**config.mk**
```make
export PLATFORM = sky130hd
export DESIGN_NAME = memoryPort
export DESIGN_NICKNAME = d
export VERILOG_FILES = /design/src/rtl/wordTypesPkg.sv /design/src/rtl/memoryPort.sv
export VERILOG_INCLUDE_DIRS = /design/src /design/src/rtl
export SDC_FILE = /design/constraint.sdc
export NUM_CORES = 1
export LEC_CHECK = 0
export BUFFER_PORTS_ARGS = -buffer_cell sky130_fd_sc_hd__buf_2
export CORE_MARGIN = 4
export CORE_UTILIZATION = 40
export DETAILED_ROUTE_END_ITERATION = 16
export PLACE_DENSITY = 0.72
export SLEW_MARGIN = 10
export SYNTH_ARGS = -nofsm -noshare
export SYNTH_HDL_FRONTEND = slang
export SYNTH_SLANG_ARGS = --single-unit
export TNS_END_PERCENT = 10
```
**constraint.sdc**
```tcl
create_clock -name Clock -period 0.87 [get_ports Clock]
set_clock_uncertainty 0.2 [all_clocks]
set_input_delay 0.087 -clock Clock [delete_from_list [all_inputs] [get_ports Clock]]
set_output_delay 0.087 -clock Clock [all_outputs]
set_load 0.01 [all_outputs]
```
**src/rtl/datapath_cfg.svh**
```systemverilog
`ifndef DATAPATH_CFG_SVH
`define DATAPATH_CFG_SVH

// bus and register width
`define DATA_WIDTH 32

// general registers R0..R15
`define REG_COUNT 16

// operation code width, room for the full instruction set
`define OP_WIDTH 5

`endif

```
**src/rtl/wordTypesPkg.sv**
```systemverilog
`default_nettype none

`include "datapath_cfg.svh"

package wordTypesPkg;

    typedef logic [`DATA_WIDTH-1:0] dataWord;            // one bus word
    typedef logic [2*`DATA_WIDTH-1:0] wideWord;          // mul and div results
    typedef logic [`REG_COUNT-1:0] regMask;              // one bit per general register
    typedef logic [$clog2(`REG_COUNT)-1:0] regIndex;     // register number

    // level strobes, all sampled on the rising edge of Clock
    typedef struct packed {
        logic pcOut;     // drive strobes
        logic mdrOut;
        logic zLowOut;
        logic zHighOut;
        logic hiOut;
        logic loOut;
        logic pcIn;      // load strobes
        logic marIn;
        logic mdrIn;
        logic irIn;
        logic yIn;
        logic zIn;
        logic hiIn;
        logic loIn;
        logic read;      // mdr takes memory data instead of the bus
        logic incPc;     // pc loads bus plus one
    } busStrobes;

endpackage

`default_nettype wire

```
**src/rtl/memoryPort.sv**
```systemverilog
`timescale 1ns/1ps
`default_nettype none

module memoryPort
    import wordTypesPkg::*;
(
    input  logic      Clock,
    input  logic      rstN,
    input  busStrobes strobes,
    input  dataWord   bus,
    input  dataWord   memDataIn,
    output dataWord   mdrValue,
    output dataWord   marOut,
    output dataWord   irOut
);

    dataWord mdrNext;

    // read selects memory over the bus
    assign mdrNext = strobes.read ? memDataIn : bus;

    always_ff @(posedge Clock or negedge rstN) begin
        if (!rstN) begin
            mdrValue <= '0;
        end else if (strobes.mdrIn) begin
            mdrValue <= mdrNext;
        end
    end

    always_ff @(posedge Clock or negedge rstN) begin
        if (!rstN) begin
            marOut <= '0;
        end else if (strobes.marIn) begin
            marOut <= bus;              // address goes straight out to memory
        end
    end

    // instruction word is only held, decoding is outside this datapath
    always_ff @(posedge Clock or negedge rstN) begin
        if (!rstN) begin
            irOut <= '0;
        end else if (strobes.irIn) begin
            irOut <= bus;
        end
    end

endmodule

`default_nettype wire

```
==> results.md <==
* Number of synthesized register bits at 96
* Crit path time final at 1.283 ns
* Core box area at 9910 um^2
* Worst Slack Setup Final at -0.4127 ns
* Final Cycle Share at 147.4%
* Status: finished with violations
* DP Wirelength at 7.460 mm
* F_max at 779.6 MHz
* First-pass GRT wire length at 16.39 mm
* Top cell by count, worst path: buf_6
* # rows at 36
* Final design utilization at 61.33%
* Initial core utilization at 41.82%
* Vias/cell at 4.750
* Diode count at 0
* Worst Hold Margin at -0.2073 ns
* GRT Residual Overflow at 0
* CP Cell Sequence: buf_6, buf_6
* Rel. slew slack at 81.62%
* GRT Util Overall at 17.87%
* CTS buffer count at 9
* Die H at 109.8 um
* Slew Limit Fails at 0
* CTS Root Cell: clkbuf_8
* Hold-fix buffers, CTS at 3
* Largest net degree at the start of global routing at 54
* Layout area overhead at 46.65%
* Sequential area share after synthesis at 57.97%
* Commonest cells after routing, fill and taps aside: buf_2, dfrtp_1, buf_6
* Syn_nets at 357
* Clock transition at path regs at 0.09 ns
* Slowest stage delay, CP at 0.41 ns
* R2R depth at 3
* Hold Crit Class: in -> reg
* Leakage Power at 3.118 nW
* Maxcap violations at 0
* Share of cells above drive strength 1 at 61.40%
* Worst setup SP type: flip-flop
* Slowest-stage cell, CP: dfrtp_1
* Num ports at 178
* Sink Count at 96
* Vias in the first global route at 3235
* Synth warn at 0
* Main area contributors after synthesis: dfrtp_1, mux2_4, mux2i_1
* Max FO, Critical Path at 2
* Post-synthesis cell count at 275
* PwrDens at 1772 nW/um^2
* Drt drc at 0
* Vias at 3007
* Required time of the critical path at 0.58 ns
* Failing checks: hold timing, setup timing
* Drt pass-1 iters at 6
* Routed Antenna Nets at 0
* WL/cell at 16.91 um
* Commonest non-fill, non-tap cell in the layout: buf_2
* IO buf count at 165
* Critical path class: reg -> out
* Initial antenna violation count at 0
* Clock Latency Late Sink at 0.35 ns
* Final setup viols at 163
* Fin. Hold Viols at 96
* Final cell count without fillers at 633
* Distinct cells, synth at 11
* DRT iter0 DRCs at 114
* Placed Cells at 597
* Worst slew pin tran at 0.2757 ns
* Clk buf depth at 2
* CTS HTree Levels at 3
* Crit. End Element: output pin
* WL final at 10.70 mm
* Arrival time at the worst endpoint at 1.00 ns
* Largest area contributor in the netlist: dfrtp_1
* Die area at 12050 um^2
* GP Congestion at 0.7323
* Synthesized area at 4144 um^2
* Syn Area/Cell at 15.07 um^2
* Die W at 109.8 um
* Worst hold path stage count at 2
* CTS tree: yes
* Final net count at 578
* Yosys top cell area share at 57.97%
* RSZ-0062 raised after global routing: true
* Maximum VDD drop at 0.0008013 V
==> power by group <==
| part | switching (mW) | internal, mW | total (mW) |
|---|---|---|---|
| combinational | 1.09 | 1.62 | 2.70 |
| clock | 1.46 | 1.39 | 2.86 |
| sequential | 0.294 | 4.91 | 5.21 |
==> worst paths after layout <==
| kind | startpoint | endpoint | slack (ns) |
|---|---|---|---|
| max | marOut[20]$_DFFE_PN0P_ | marOut[20] | -0.41 |
| max in group asynchronous | rstN | irOut[15]$_DFFE_PN0P_ | 0.15 |
| min reg2reg | irOut[13]$_DFFE_PN0P_ | irOut[13]$_DFFE_PN0P_ | 0.32 |
| max reg2reg | marOut[15]$_DFFE_PN0P_ | marOut[15]$_DFFE_PN0P_ | -0.32 |
| min in group asynchronous | rstN | marOut[28]$_DFFE_PN0P_ | 0.06 |
| min | bus[8] | irOut[8]$_DFFE_PN0P_ | -0.21 |
==> repair_timing <==
item	CTS	global route
setup buffers	14	4
gates cloned	0	0
endpoints found under the hold margin	192	96
gates resized for setup	45	25
pin swaps	0	4
setup endpoints to repair	161	183
==> state kept, by name, indices dropped and copies added, names as in the netlist <==
name / flops
marOut: 32
mdrValue: 32
irOut: 32
==> final cells by class <==
type                    instances  area [um^2]
clock inverters                 3        42.54
clock buffers                  12        145.1
repair buffers                229         1764
flip-flops and latches         96         2402
fillers                       780         3832
multi-input cells             160         1556
well taps                     133        166.4
==> worst max-delay path, delay by kind of cell (launching register included) <==
kind / cells / cell delay [ns]
flops: 1 / 0.41
buf+inv: 2 / 0.24
==> per-stage QoR <==
stage / setup TNS [ns] / total power, mW / area (um^2) / setup WS, ns / hold WS [ns]
6_report: -40.59 / 10.77 / 6077 / -0.4127 / -0.2073
4_1_cts: -42.37 / 10.77 / 5952 / -0.4318 / -0.2287
3_5_place_dp: -18.90 / 7.539 / 5391 / -0.2229 / -0.1037
5_1_grt: -46.38 / 11.30 / 6077 / -0.4591 / -0.2197
2_1_floorplan: -8.327 / 6.345 / 4144 / -0.1093 / -0.4086
3_3_place_gp: -17.66 / 7.471 / 5391 / -0.2071 / -0.1098
==> Yosys cell counts <==
cell,count
a21oi_1,32
buf_12,3
buf_2,3
buf_4,1
buf_6,9
clkbuf_1,3
dfrtp_1,96
mux2_2,4
mux2_4,60
mux2i_1,32
nor2_1,32
==> logic make-up after synthesis <==
group	after synthesis	synth area share (%)
multiplexers	96	30.56
flip-flops	96	57.97
AO/OA/AOI/OAI	32	3.865
AND/OR/NAND/NOR	32	2.899
buffers and inverters	19	4.710
==> layer usage <==
metal | routed length, um | vias to the layer above | global-route usage, %
met5 | 0 | - | 0
met4 | 208 | 0 | 7.302
met3 | 711 | 19 | 4.463
met2 | 5535 | 104 | 30.50
met1 | 4249 | 1488 | 21.48
li1 | - | 1396 | -
Note: power is estimated with default switching activity, not from simulation.
