<file path="config.mk">
export PLATFORM = sky130hd
export DESIGN_NAME = busDriver
export DESIGN_NICKNAME = d
export VERILOG_FILES = /design/src/rtl/wordTypesPkg.sv /design/src/rtl/aluOpsPkg.sv /design/src/rtl/busDriver.sv
export VERILOG_INCLUDE_DIRS = /design/src /design/src/rtl
export SDC_FILE = /design/constraint.sdc
export NUM_CORES = 1
export LEC_CHECK = 0
export BUFFER_PORTS_ARGS = -buffer_cell sky130_fd_sc_hd__buf_2
export CORE_MARGIN = 2
export CORE_UTILIZATION = 53
export CTS_BUF_LIST = sky130_fd_sc_hd__clkbuf_4 sky130_fd_sc_hd__clkbuf_8
export CTS_CLUSTER_DIAMETER = 100
export CTS_CLUSTER_SIZE = 24
export DETAILED_ROUTE_END_ITERATION = 12
export PLACE_DENSITY_LB_ADDON = 0.15
export SLEW_MARGIN = 20
export SYNTH_ARGS = -nofsm -noshare
export SYNTH_HDL_FRONTEND = slang
export SYNTH_SLANG_ARGS = --single-unit
export TNS_END_PERCENT = 10
</file>
<file path="constraint.sdc">
create_clock -name Clock -period 2.4 [get_ports Clock]
set_input_delay 0.36 -clock Clock [delete_from_list [all_inputs] [get_ports Clock]]
set_output_delay 0.36 -clock Clock [all_outputs]
set_load 0.03 [all_outputs]
</file>
<file path="src/rtl/datapath_cfg.svh">
`ifndef DATAPATH_CFG_SVH
`define DATAPATH_CFG_SVH

// bus and register width
`define DATA_WIDTH 32

// general registers R0..R15
`define REG_COUNT 16

// operation code width, room for the full instruction set
`define OP_WIDTH 5

`endif

</file>
<file path="src/rtl/wordTypesPkg.sv">
`default_nettype none

`include "datapath_cfg.svh"

package wordTypesPkg;

    typedef logic [`DATA_WIDTH-1:0] dataWord;            // one bus word
    typedef logic [2*`DATA_WIDTH-1:0] wideWord;          // mul and div results
    typedef logic [`REG_COUNT-1:0] regMask;              // one bit per general register
    typedef logic [$clog2(`REG_COUNT)-1:0] regIndex;     // register number

    // level strobes, all sampled on the rising edge of Clock
    typedef struct packed {
        logic pcOut;     // drive strobes
        logic mdrOut;
        logic zLowOut;
        logic zHighOut;
        logic hiOut;
        logic loOut;
        logic pcIn;      // load strobes
        logic marIn;
        logic mdrIn;
        logic irIn;
        logic yIn;
        logic zIn;
        logic hiIn;
        logic loIn;
        logic read;      // mdr takes memory data instead of the bus
        logic incPc;     // pc loads bus plus one
    } busStrobes;

endpackage

`default_nettype wire

</file>
<file path="src/rtl/aluOpsPkg.sv">
`default_nettype none

`include "datapath_cfg.svh"

package aluOpsPkg;
    import wordTypesPkg::*;

    typedef enum logic [`OP_WIDTH-1:0] {
        add   = 5'd0,
        sub   = 5'd1,
        andOp = 5'd2,
        orOp  = 5'd3,
        shl   = 5'd4,
        shr   = 5'd5,   // logical shift
        mul   = 5'd6,
        div   = 5'd7,
        inc   = 5'd8
    } aluOp;

    // Z register layout, high word on top
    typedef struct packed {
        dataWord high;   // product high or remainder
        dataWord low;    // product low, quotient or plain result
    } aluResult;

endpackage

`default_nettype wire

</file>
<file path="src/rtl/busDriver.sv">
`timescale 1ns/1ps
`default_nettype none

`include "datapath_cfg.svh"

module busDriver
    import wordTypesPkg::*;
    import aluOpsPkg::*;
(
    input  logic      Clock,
    input  logic      rstN,
    input  busStrobes strobes,
    input  dataWord   mdrValue,
    input  dataWord   regDrive,
    input  aluResult  zValue,
    output dataWord   bus
);

    dataWord pcValue;
    dataWord hiValue;
    dataWord loValue;
    dataWord pcNext;

    // increment stays local to the pc, no trip through Z
    assign pcNext = strobes.incPc ? bus + 1'b1 : bus;

    always_ff @(posedge Clock or negedge rstN) begin
        if (!rstN) begin
            pcValue <= '0;
        end else if (strobes.pcIn) begin
            pcValue <= pcNext;
        end
    end

    always_ff @(posedge Clock or negedge rstN) begin
        if (!rstN) begin
            hiValue <= '0;
            loValue <= '0;
        end else begin
            if (strobes.hiIn) begin
                hiValue <= bus;
            end
            if (strobes.loIn) begin
                loValue <= bus;
            end
        end
    end

    // at most one source is expected; overlaps simply OR together
    assign bus = ({`DATA_WIDTH{strobes.pcOut}}    & pcValue)
               | ({`DATA_WIDTH{strobes.mdrOut}}   & mdrValue)
               | ({`DATA_WIDTH{strobes.zLowOut}}  & zValue.low)
               | ({`DATA_WIDTH{strobes.zHighOut}} & zValue.high)
               | ({`DATA_WIDTH{strobes.hiOut}}    & hiValue)
               | ({`DATA_WIDTH{strobes.loOut}}    & loValue)
               | regDrive;                  // already gated per register

endmodule

`default_nettype wire

</file>
==> qor.csv <==
metric,value,unit
status,"complete, no violations",
drc,0,
min_period,2.26,ns
die_h,106,um
yosysWarnings,0,
register_area,0.00240,mm^2
worst_slack,0.141,ns
cts_root_buffer,clkbuf_8,
r2r_cells,10,
die_w,106,um
synth-edff-count,0,
ff2ff_setup_slack,0.16,ns
cp-end-kind,flop,
grt_pass1_vias,5895,
slew_headroom,52.2,%
core,0.0102,mm^2
fin_area,0.00721,mm^2
htree_levels,3,
required,2.66,ns
total_power,4.10,mW
grt_setup_unrepaired,no,
drive_above_1_share,38.2,%
clkPwrFrac,32.3,%
ios,178,
syn_area,0.00554,mm^2
synth-async-reset-ratio,100,%
cp_max_fo,17,
area_growth,30.2,%
synth_cells,617,
avgSynthCellArea,8.98,um^2
power_frac_seq,44.4,%
power_density,569,mW/mm^2
synth.distinct_cells,52,
start_util,54.2,%
port_buffers,171,
fillCellCount,824,
arrival,2.52,ns
synth-seq-cells,96,
setup_viol,0,
final_hold_viol_count,0,
tightest_slew,0.717,ns
comb_power_share,23.3,%
skew,0.00923,ns
r2r-end,pcValue[24],
synth_flop_cell,dfrtp_1,
ys_seq_area_share,43.4,%
period_share,94.1,%
grt_max_degree,55,
fin_nets,980,
worstHoldPathType,input pin to asynchronous set/reset pin,
grt_pass1_wl,27.8,mm
placedCellCount,957,
via_per_inst,5.93,
drt_iter0_markers,522,
multi_input_area,0.00265,mm^2
drt_pass1_iterations,6,
antenna_cells,0,
synth_nets,764,
grt_usage,31.0,%
num_rows,37,
numCtsBuffers,9,
p_leak,3.18,nW
gp_congestion,0.907,
cts_hold_buf,0,
hpwl,12.7,mm
endpoint,pcValue[31],
r2r-start,pcValue[1],
critPathLaunch,strobes[12],
ant_nets,0,
cts_tree,built,
antenna_found_initial,0,
clockBufferDepth,2,
cp-start-kind,input pin,
dpl_cell_area,0.00693,mm^2
vias,5773,
wl_per_cell,17.7,um
p_int,2.92,mW
p_sw_share,28.8,%
grt-ovfl-total,0,
cap_viol_max_count,0,
dp_slack,-0.253,ns
clkLatencyLatePin,0.36,ns
final_cells,974,
critical_path_class,input pin to flop,
fp.dieArea,0.0113,mm^2
cts.sinks,96,
max_freq,443,MHz
ir_worst_vdd,0.377,mV
slew_viol_final,0,
wl,17.3,mm
switchingPower,1.18,mW
clk_pin_slew,0.09,ns
==> metal layers <==
metal  wire [um]  up-vias  GRT usage [%]  share of wire, %
li1            -     2687              -                 -
met1        7000     2771           39.2                41
met2        8530      277           53.1                49
met3        1200       38           4.11               7.0
met4         529        0           13.9               3.1
met5           0        -              0                 0
==> flip-flops by register name, summed over array words and instances, names as in the netlist <==
register,flops
hiValue,32
loValue,32
pcValue,32
==> Yosys cell counts, types with 2 or more instances <==
cell	n	share of area (%)
a21oi_1	96	8.7
a21oi_2	2	0.32
a222oi_1	32	5.8
a22oi_1	7	0.95
a31oi_1	4	0.45
and3_1	7	0.79
and4_1	25	4.0
and4_4	6	1.2
buf_1	2	0.14
buf_2	4	0.36
buf_4	6	0.81
buf_6	14	2.8
buf_8	3	0.81
clkbuf_1	26	1.8
clkinv_2	2	0.18
dfrtp_1	96	43
inv_1	28	1.9
inv_2	4	0.27
mux2_2	12	2.4
nand2_1	77	5.2
nand3_1	9	0.81
nand3_2	2	0.36
nand4_1	7	0.79
nor2_1	71	4.8
nor3_1	6	0.54
nor4_1	10	1.1
nor4_2	2	0.45
o211ai_1	2	0.27
o21ai_0	6	0.54
o31a_1	5	0.79
o31ai_1	17	2.3
xnor2_1	7	1.1
==> how the worst min path moves through the flow <==
stage / startpoint / endpoint / slack, ns / cells past startpoint
3_5_place_dp: rstN / loValue[4] / 0.45 / 1
4_1_cts: rstN / loValue[4] / 0.06 / 1
3_3_place_gp: rstN / loValue[4] / 0.45 / 1
5_1_grt: rstN / hiValue[4] / 0.08 / 1
2_1_floorplan: rstN / hiValue[0] / 0.06 / 0
6_report: rstN / hiValue[4] / 0.04 / 1
==> metrics by stage <==
step	utilization (%)	TNS [ns]	hold WS, ns
after floorplan	-	-0.0887	0.0644
after global placement	67.7	-1.09	0.446
after detailed placement	67.7	-2.47	0.448
after CTS	70.2	0	0.0603
after global routing	70.5	0	0.0805
final	70.5	0	0.0410
==> cell type report <==
cell class              count  area share, %
repair buffers            261           22.2
multi-input cells         430           36.7
flip-flops and latches     96           33.3
clock inverters             5           1.42
inverters                  35           1.91
clock buffers              11           2.10
well taps                 136           2.36
==> layout by cell type, fill, tap and decap left out, drive strengths merged, types with 3 or more instances in the layout <==
cell type    n
clkinv       4
nand4        9
inv         31
xnor2        7
buf        261
and3         7
nor3         6
o31ai       18
mux2        13
a222oi      32
nand2       77
nor2        71
a31oi        4
and4        31
o21ai        6
nor4        13
dfrtp       96
nand3       12
bufinv       3
a22oi        7
o31a         5
a21oi       98
clkbuf      11
==> timing repair <==
item | CTS | global route
buffers inserted | 0 | 1
resized for setup | 0 | 6
setup endpoints to repair | 0 | 5
==> cell families after synthesis <==
family                   share of synthesized area, %
XOR/XNOR                                         1.26
multiplexers                                     2.71
AND/OR/NAND/NOR                                  22.0
buffers and inverters                            9.24
flip-flops                                       43.4
adder cells (fa/ha/maj)                         0.226
AO/OA/AOI/OAI                                    21.3
==> power by group through the flow <==
stage	combinational, mW	clock (mW)	sequential, mW
global placement	0.908	0	1.84
floorplan	0.551	0	1.82
finish	0.957	1.32	1.82
detailed placement	0.936	0	1.85
global route	1.04	1.41	1.83
CTS	0.942	1.34	1.82
==> worst max-delay path: stages <==
cell,delay (ns)
buf_2,0.23
buf_4,0.30
a222oi_1,0.12
and4_1,0.19
nor4_2,0.32
buf_4,0.19
nand4_2,0.24
o31a_1,0.36
o31ai_1,0.21
(Power assumes the default switching activity.)
