[src/rtl/datapath_cfg.svh]
`ifndef DATAPATH_CFG_SVH
`define DATAPATH_CFG_SVH

// bus and register width
`define DATA_WIDTH 32

// general registers R0..R15
`define REG_COUNT 16

// operation code width, room for the full instruction set
`define OP_WIDTH 5

`endif

[src/rtl/wordTypesPkg.sv]
`default_nettype none

`include "datapath_cfg.svh"

package wordTypesPkg;

    typedef logic [`DATA_WIDTH-1:0] dataWord;            // one bus word
    typedef logic [2*`DATA_WIDTH-1:0] wideWord;          // mul and div results
    typedef logic [`REG_COUNT-1:0] regMask;              // one bit per general register
    typedef logic [$clog2(`REG_COUNT)-1:0] regIndex;     // register number

    // level strobes, all sampled on the rising edge of Clock
    typedef struct packed {
        logic pcOut;     // drive strobes
        logic mdrOut;
        logic zLowOut;
        logic zHighOut;
        logic hiOut;
        logic loOut;
        logic pcIn;      // load strobes
        logic marIn;
        logic mdrIn;
        logic irIn;
        logic yIn;
        logic zIn;
        logic hiIn;
        logic loIn;
        logic read;      // mdr takes memory data instead of the bus
        logic incPc;     // pc loads bus plus one
    } busStrobes;

endpackage

`default_nettype wire

[src/rtl/registerBank.sv]
`timescale 1ns/1ps
`default_nettype none

`include "datapath_cfg.svh"

module registerBank
    import wordTypesPkg::*;
(
    input  logic    Clock,
    input  logic    rstN,
    input  regMask  regIn,
    input  regMask  regOut,
    input  dataWord bus,
    output dataWord regDrive
);

    dataWord regs [`REG_COUNT];

    always_ff @(posedge Clock or negedge rstN) begin
        if (!rstN) begin
            for (int i = 0; i < `REG_COUNT; i++) begin
                regs[i] <= '0;
            end
        end else begin
            for (int i = 0; i < `REG_COUNT; i++) begin
                if (regIn[i]) begin
                    regs[i] <= bus;     // several may load the same word
                end
            end
        end
    end

    // gated OR of all driving registers, merged again in busDriver
    always_comb begin
        regDrive = '0;
        for (int i = 0; i < `REG_COUNT; i++) begin
            if (regOut[i]) begin
                regDrive = regDrive | regs[i];
            end
        end
    end

endmodule

`default_nettype wire

[config.mk]
export PLATFORM = sky130hd
export DESIGN_NAME = registerBank
export DESIGN_NICKNAME = d
export VERILOG_FILES = /design/src/rtl/wordTypesPkg.sv /design/src/rtl/registerBank.sv
export VERILOG_INCLUDE_DIRS = /design/src /design/src/rtl
export SDC_FILE = /design/constraint.sdc
export NUM_CORES = 1
export LEC_CHECK = 0
export ABC_AREA = 1
export BUFFER_PORTS_ARGS = -buffer_cell sky130_fd_sc_hd__buf_2
export CAP_MARGIN = 10
export CORE_MARGIN = 8
export CORE_UTILIZATION = 32
export CTS_BUF_LIST = sky130_fd_sc_hd__clkbuf_4 sky130_fd_sc_hd__clkbuf_8 sky130_fd_sc_hd__clkbuf_16
export CTS_CLUSTER_SIZE = 20
export DETAILED_ROUTE_END_ITERATION = 7
export SKIP_LAST_GASP = 1
export SYNTH_ARGS = -nofsm -noshare
export SYNTH_HDL_FRONTEND = slang
export SYNTH_SLANG_ARGS = --single-unit
[constraint.sdc]
create_clock -name Clock -period 2.79 [get_ports Clock]
set_clock_uncertainty 0.15 [all_clocks]
set_input_delay 0.558 -clock Clock [delete_from_list [all_inputs] [get_ports Clock]]
set_output_delay 0.558 -clock Clock [all_outputs]
set_load 0.03 [all_outputs]
==> flow_metrics.tcl, run 1 <==
set metrics [dict create \
    syn_avg_cell_area_sq_um 10.6 \
    synth_top_area_share 0.527 \
    syn-num-nets 2354 \
    synthesis.instances 2288 \
    slew_headroom 0.588 \
    synth-main-ff-cell "dfrtp_1" \
    core.rowCount 101 \
    clock_sinks 512 \
    drt_wl_total_mm 64.4 \
    min_path_type "in -> async" \
    ys_seq_area_frac 0.527 \
    arrival_ns 1.82 \
    status "finished, final reports clean" \
    die_y_microns 292 \
    final.period_utilization 0.905 \
    final_layout_size_suffix_gt1_frac 0.322 \
    clk_pin_slew_ns 0.06 \
    cts_buffer_depth 3 \
    ys_ff_latch 512 \
    h-tree-depth 2 \
    place_ws_ns 0.278 \
    cts_setup_buffers 0 \
    dp_hpwl_mm 39.2 \
    hold_buffers 1 \
    synth_area_sq_um 24300 \
    coreArea_sq_um 75600 \
    drc 0 \
    initial_utilization 0.322 \
    yosysTopAreaCell "dfrtp_1" \
    grt_usage 0.151 \
    final_area_sq_um 27900 \
    irDropWorstVdd_v 0.000495 \
    ant_nets 0 \
    place_area_sq_um 25800 \
    largest_reg_flops 512 \
    syn2layout_area_growth_pct 14.8 \
    yosysWarnings 0 \
    grt_max_degree 92 \
    total_power_mw 19.2 \
    grt_overflow 0 \
    crit_type "in -> out" \
    synth.area.top_cells "dfrtp_1 53%, mux2_2 20%, nand2_1 13%" \
    cp_max_fo 12 \
    insertion_delay_ns 0.61 \
    vias 15800 \
    grt_pass1_vias 15900 \
    grt_pass1_wl_mm 101 \
    finalHoldViolCount 0 \
    largest_register "regs" \
    routedWlPerCell_microns 19.0 \
    numPortBuffers 97 \
    ioPinCount 98 \
    period_needed_ns 2.52 \
    die_area_sq_um 85100 \
    required_ns 2.08 \
    cts_tree "done" \
    first_pass_iters 5 \
    power_leakage_nw 13.5 \
    use_met2 0.230 \
    grt_util_met1 0.223 \
    r2r_cells 1 \
    numCtsBuffers 56 \
    crit_path_start_kind "primary input" \
    synthTopCellsByCount "832 x nand2_1, 512 x dfrtp_1, 437 x mux2_2, 192 x inv_1, 78 x buf_6" \
    synthDistinctLibCells 10 \
    slew_viol_final 0 \
    gr-usage-met3 0.0260 \
    final.setup.tns_ns 0 \
    globalplace.congestion 0.738 \
    top_regs "regs (512)" \
    fin_ws_ns 0.266 \
    maxCapViolCount 0 \
    synth_edf_count 0 \
    root_buffer "clkbuf_16" \
    layout.nets 2431 \
    grt.busiest_layer "met2" \
    setup_viol 0 \
    async_flop_share 1.00 \
    via_per_inst 4.65 \
    antenna_found_initial 5 \
    p_per_area_nw_per_um2 687 \
    die_w_microns 292 \
    end_kind "output pin" \
    synth_most_common_cell "nand2_1" \
    tightest_slew_ns 0.618 \
    drt_iter0_drc 1121 \
    cts-resized-gates 0 \
    max_freq_ghz 0.396 \
    rsz0062_at_grt "no" \
]
==> routing by layer <==
layer | up-vias | routed length [microns]
met5 | - | 27
met4 | 4 | 1380
met3 | 89 | 3060
met2 | 308 | 27900
met1 | 7988 | 32000
li1 | 7379 | -
==> final timing paths <==
check / startpoint / slack [ns] / to
max in group asynchronous: rstN / 1.38 / regs[268]
min: rstN / 0.25 / regs[258]
min reg2reg: regs[198] / 0.35 / regs[198]
max reg2reg: regs[134] / 1.86 / regs[134]
max: regOut[7] / 0.27 / regDrive[8]
min in group Clock: bus[10] / 0.25 / regs[490]
==> final cells by class <==
| class | instances | area, sq um |
|---|---|---|
| well taps | 978 | 1220 |
| repair buffers | 163 | 1470 |
| multi-input cells | 1440 | 9610 |
| inverters | 192 | 721 |
| diodes | 2 | 5.00 |
| fillers | 7493 | 47700 |
| clock inverters | 17 | 332 |
| clock buffers | 86 | 1730 |
| flip-flops and latches | 512 | 12800 |
==> cells by family after synthesis <==
family                 count (synthesis)  synth area share
and+or+nand+nor                      928             0.147
muxes                                512             0.249
DFF                                  512             0.527
buffers and inverters                336            0.0777
==> cells in the final DEF, fill, tap and decap left out <==
cell type / netlist / routed
buf_12: 0 / 38
buf_2: 34 / 96
buf_4: 0 / 27
buf_8: 0 / 1
bufinv_16: 0 / 8
clkbuf_16: 0 / 56
clkbuf_4: 0 / 14
clkbuf_8: 0 / 16
clkinv_16: 0 / 1
clkinv_2: 0 / 5
clkinv_4: 0 / 1
clkinvlp_4: 0 / 1
dfrtp_1: 512 / 512
diode_2: 0 / 2
dlygate4sd3_1: 0 / 1
inv_1: 192 / 192
inv_16: 0 / 1
mux2_2: 437 / 437
mux2_4: 75 / 75
nand2_1: 832 / 832
nand4_1: 32 / 32
nor2_1: 64 / 64
==> report_power, final <==
group	internal, mW	switching [mW]
sequential	8.17	0.369
clock	5.01	3.11
combinational	1.18	1.34
==> worst max-delay path: stages <==
cell and delay [ns]:
buf_2 0.44, buf_12 0.21, nand2_1 0.06, nand4_1 0.12
nor2_1 0.05, nand2_1 0.12, buf_2 0.22
==> metrics by stage <==
stage / util / hold WS [ns] / cells
detailed placement: 0.342 / 0.292 / 3284
finish: 0.369 / 0.247 / 3390
global route: 0.369 / 0.253 / 3388
CTS: 0.369 / 0.216 / 3388
floorplan: - / 0.112 / 2288
global placement: 0.342 / 0.292 / 3284
Power figures use the tool's default switching activity.
==> run 2: changes to the inputs <==
Settings changed: CELL_PAD_IN_SITES_DETAIL_PLACEMENT set to 0, CELL_PAD_IN_SITES_GLOBAL_PLACEMENT set to 1, PLACE_DENSITY_LB_ADDON set to 0.1.
==> flow_metrics.tcl, run 2 (synthesized netlist as in run 1, its figures left out) <==
set metrics [dict create \
    final_layout_size_suffix_gt1_frac 0.327 \
    routedWlPerCell_microns 21.2 \
    hold_buffers 1 \
    cts_buffer_depth 3 \
    crit_type "in -> out" \
    grt_pass1_vias 16700 \
    n_fill_cell 7510 \
    clock_sinks 512 \
    drc 0 \
    irDropWorstVdd_v 0.000395 \
    finalHoldViolCount 0 \
    slew_headroom 0.585 \
    cts_setup_buffers 0 \
    die_y_microns 292 \
    clk_pin_slew_ns 0.06 \
    grt_overflow 0 \
    num_antenna_cells 0 \
    tightest_slew_ns 0.622 \
    grt_max_degree 82 \
    most-common-layout-cells "832 x nand2_1, 512 x dfrtp_1, 437 x mux2_2, 192 x inv_1, 96 x buf_2" \
    p_int_mw 14.3 \
    die_w_microns 292 \
    grt_pass1_wl_mm 111 \
    largest_register "regs" \
    cts-resized-gates 0 \
    ant_nets 0 \
    cp_max_fo 11 \
    end_kind "output pin" \
    p_per_area_nw_per_um2 683 \
    dp_hpwl_mm 43.4 \
    drt_iter0_drc 717 \
    h-tree-depth 2 \
    hp-start "bus[17]" \
    syn2layout_area_growth_pct 15.3 \
    cts_tree "done" \
    vias 15800 \
    numPortBuffers 97 \
    insertion_delay_ns 0.60 \
    ioPinCount 98 \
    grt_usage 0.171 \
    rsz0062_at_grt "no" \
    power_frac_seq 0.446 \
    root_buffer "clkbuf_16" \
    final.period_utilization 0.944 \
    via_per_inst 4.65 \
    initial_utilization 0.322 \
    share_comb_of_total_power 0.135 \
    timing.rr.start "regs[459]" \
    maxCapViolCount 0 \
    layout.nets 2446 \
    period_needed_ns 2.63 \
    required_ns 2.08 \
    arrival_ns 1.93 \
    slew_viol_final 0 \
    first_pass_iters 4 \
    die_area_sq_um 85100 \
    p_sw_frac 0.256 \
    drt_wl_total_mm 72.3 \
    final.setup.tns_ns 0 \
    max_freq_ghz 0.380 \
    min_path_type "in -> reg" \
    globalplace.congestion 0.724 \
    ff_latch_area_sq_um 12800 \
    status "finished, final reports clean" \
    top_regs "regs (512)" \
    multi_input_area_sq_um 9610 \
    crit_start "regOut[7]" \
    final_cells 3404 \
    largest_reg_flops 512 \
    numCtsBuffers 60 \
    coreArea_sq_um 75600 \
    layout_commonest_cell "nand2_1" \
    setup_viol 0 \
    core.rowCount 101 \
    power.switching_mw 4.91 \
    crit_path_start_kind "primary input" \
    power.share.clock 0.419 \
    antenna_found_initial 8 \
    power_leakage_nw 13.6 \
    dpl.cell_count 3295 \
]
## run 2: changes by cell type in the layout (fill, tap and decap cells not counted), sizes merged
| cell | before | now |
|---|---|---|
| bufinv | 8 | 3 |
| clkbuf | 86 | 95 |
| inv | 193 | 192 |
| buf | 162 | 173 |
| clkinv | 7 | 10 |
| diode | 2 | 0 |
| clkinvlp | 1 | 0 |
## run 2: power groups by stage
stage / clock network, mW / logic [mW] / registers (mW)
4_1_cts: 8.29 / 2.66 / 8.54
3_5_place_dp: 0 / 2.65 / 8.67
2_1_floorplan: 0 / 1.79 / 8.57
5_1_grt: 8.57 / 2.90 / 8.65
6_report: 8.02 / 2.59 / 8.54
3_3_place_gp: 0 / 2.62 / 8.64
## run 2: area by class of cell
type                            instances  area share
Timing Repair Buffer                  174      0.0585
Clock buffer                           95      0.0673
Tap cell                              978      0.0436
Inverter                              192      0.0257
Clock inverter                         13     0.00500
Multi-Input combinational cell       1440       0.343
Sequential cell                       512       0.457
## run 2: worst max-delay path, stage by stage
cell	delay, ns
buf_2	0.47
buf_4	0.37
nand2_1	0.08
nand4_1	0.09
nor2_1	0.05
nand2_1	0.08
buf_2	0.20
## run 2: layer usage
| metal | GRT usage | vias to the layer above | part of all wire |
|---|---|---|---|
| met3 | 0.0284 | 82 | 0.037 |
| met5 | 0 | - | 0.00061 |
| met1 | 0.247 | 8069 | 0.50 |
| li1 | - | 7410 | - |
| met4 | 0.0341 | 6 | 0.017 |
| met2 | 0.269 | 253 | 0.45 |
## run 2: through the flow
step,hold WS [ns],area (sq um),util,power (mW),setup WS [ns]
global route,0.284,28000,0.371,20.1,0.0676
global placement,0.339,26000,0.344,11.3,0.110
finish,0.283,28000,0.371,19.2,0.155
CTS,0.238,28000,0.371,19.5,0.104
floorplan,0.112,24300,-,10.4,0.930
detailed placement,0.342,26000,0.344,11.3,0.109
## run 2: final timing paths
kind                                     to  slack (ns)  depth (start not counted)
worst max-delay path            regDrive[9]        0.16                          7
worst max register to register    regs[459]        1.85                          1
worst min-delay path               regs[81]        0.28                          2
max in group asynchronous         regs[431]        1.35                          3
worst min register to register    regs[476]        0.35                          1
min in group asynchronous          regs[70]        0.30                          2
==> run 3: changes to the inputs <==
Clock period 2.79 ns to 2.4 ns, I/O delays scaled along.
==> flow_metrics.tcl, run 3 (synthesized netlist as in run 1, its figures left out) <==
set metrics [dict create \
    r2r_cells 2 \
    insertion_delay_ns 0.60 \
    die_w_microns 292 \
    place_area_sq_um 25900 \
    regToRegEndpoint "regs[509]" \
    path_cells "nand2_1 > nand2_1 > inv_1 > nand2_1 > nor2_2 > nand2_1 > buf_2" \
    grt_max_degree 77 \
    drt_wl_total_mm 69.0 \
    initial_utilization 0.322 \
    power_leakage_nw 13.5 \
    slew_viol_final 0 \
    num_antenna_cells 0 \
    vias 15600 \
    maxCapViolCount 0 \
    grt_usage 0.164 \
    period_needed_ns 2.29 \
    dp_hpwl_mm 41.3 \
    first_pass_iters 5 \
    numCtsBuffers 60 \
    timing.rr.start "regs[509]" \
    top_regs "regs (512)" \
    rsz0062_at_grt "yes" \
    numPortBuffers 97 \
    die_y_microns 292 \
    slew_headroom 0.678 \
    required_ns 1.77 \
    max_freq_ghz 0.437 \
    final_cells 3383 \
    h-tree-depth 2 \
    dpl.cell_count 3278 \
    coreArea_sq_um 75600 \
    ioPinCount 98 \
    min_path_type "in -> async" \
    setup_viol 0 \
    cp_max_fo 2 \
    crit_slowest_cell "dfrtp_1" \
    tightest_slew_ns 0.484 \
    p_per_area_nw_per_um2 789 \
    routedWlPerCell_microns 20.4 \
    layout_commonest_cell "nand2_1" \
    globalplace.congestion 0.702 \
    largest_reg_flops 512 \
    grt_pass1_wl_mm 107 \
    arrival_ns 1.66 \
    clock_sinks 512 \
    via_per_inst 4.61 \
    root_buffer "clkbuf_16" \
    path_common_cell "nand2_1" \
    finalHoldViolCount 0 \
    ant_nets 0 \
    final_layout_size_suffix_gt1_frac 0.330 \
    layout.nets 2431 \
    final.period_utilization 0.953 \
    grt_pass1_vias 16500 \
    clk_pin_slew_ns 0.06 \
    cts_tree "done" \
    irDropWorstVdd_v 0.000478 \
    timing.hold.ws_ns 0.192 \
    most-common-layout-cells "829 x nand2_1, 512 x dfrtp_1, 437 x mux2_2, 192 x inv_1, 89 x buf_2" \
    crit_path_start_kind "register" \
    status "finished, final reports clean" \
    cts_buffer_depth 3 \
    core.rowCount 101 \
    largest_register "regs" \
    syn2layout_area_growth_pct 15.2 \
    finish.utilization 0.371 \
    end_kind "output pin" \
    die_area_sq_um 85100 \
    reg2reg_slack_ns 1.36 \
    final_area_sq_um 28000 \
    grt_overflow 0 \
    slowest_delay_ns 0.37 \
    drt_iter0_drc 788 \
    antenna_found_initial 1 \
    drc 0 \
    crit_type "reg -> out" \
]
run 3: changes by cell type in the layout (fill, tap and decap cells not counted):
cell / delta
buf_12: +1
buf_2: -7
buf_4: -10
buf_6: +1
bufinv_16: -2
clkbuf_4: -6
clkbuf_8: +8
clkinv_2: -7
clkinvlp_4: +1
nand2_1: -3
nand2_2: +3
nor2_1: -19
nor2_2: +15
nor2_4: +4
run 3: routing by layer:
metal	GRT usage	vias up	wire length [microns]
met2	0.259	210	31400
met1	0.234	7922	34000
li1	-	7374	-
met3	0.0280	82	2430
met5	0	-	13
met4	0.0338	2	1140
run 3: worst max-delay path: cells and delay by family, from the launching register on:
family,cells,cell delay (ns)
flops,1,0.37
buf+inv,2,0.23
simple gates,5,0.45
run 3: worst max path at each step:
stage | slack, ns | from | endpoint
after floorplan | 0.70 | regOut[4] | regDrive[0]
after global placement | 0.12 | regOut[10] | regDrive[24]
after detailed placement | 0.10 | regOut[10] | regDrive[24]
after CTS | 0.002 | regs[211] | regDrive[19]
after global routing | -0.04 | regs[461] | regDrive[13]
final | 0.11 | regs[203] | regDrive[11]
run 3: what timing repair did:
| item | CTS | global route |
|---|---|---|
| hold endpoints to repair | 116 | 0 |
| setup endpoints to repair | 8 | 18 |
| setup buffers | 0 | 2 |
| hold buffers | 1 | 0 |
| gates resized for setup | 8 | 33 |
| pin swaps | 0 | 6 |
run 3: metrics by stage:
| step | total power [mW] | setup TNS (ns) | setup WS, ns |
|---|---|---|---|
| after floorplan | 12.0 | 0 | 0.696 |
| after global placement | 13.0 | 0 | 0.117 |
| after detailed placement | 13.1 | 0 | 0.101 |
| after CTS | 22.5 | 0 | 0.00176 |
| after global routing | 23.3 | -0.0358 | -0.0358 |
| final | 22.1 | 0 | 0.113 |
run 3: final cells by class:
cell class	count	area [sq um]
clock buffer	97	1950
clock inverter	5	52.6
fill	7498	47600
inverter	192	721
multi-input combinational	1440	9690
sequential	512	12800
tap	978	1220
timing repair buffer	159	1560
run 3: power by group:
| part | leakage (nW) | switching, mW | internal [mW] | total, mW |
|---|---|---|---|---|
| Sequential | 5.99 | 0.428 | 9.50 | 9.93 |
| Combinational | 6.48 | 1.60 | 1.40 | 3.00 |
| Clock | 1.01 | 3.59 | 5.59 | 9.18 |
| Total | 13.5 | 5.62 | 16.5 | 22.1 |
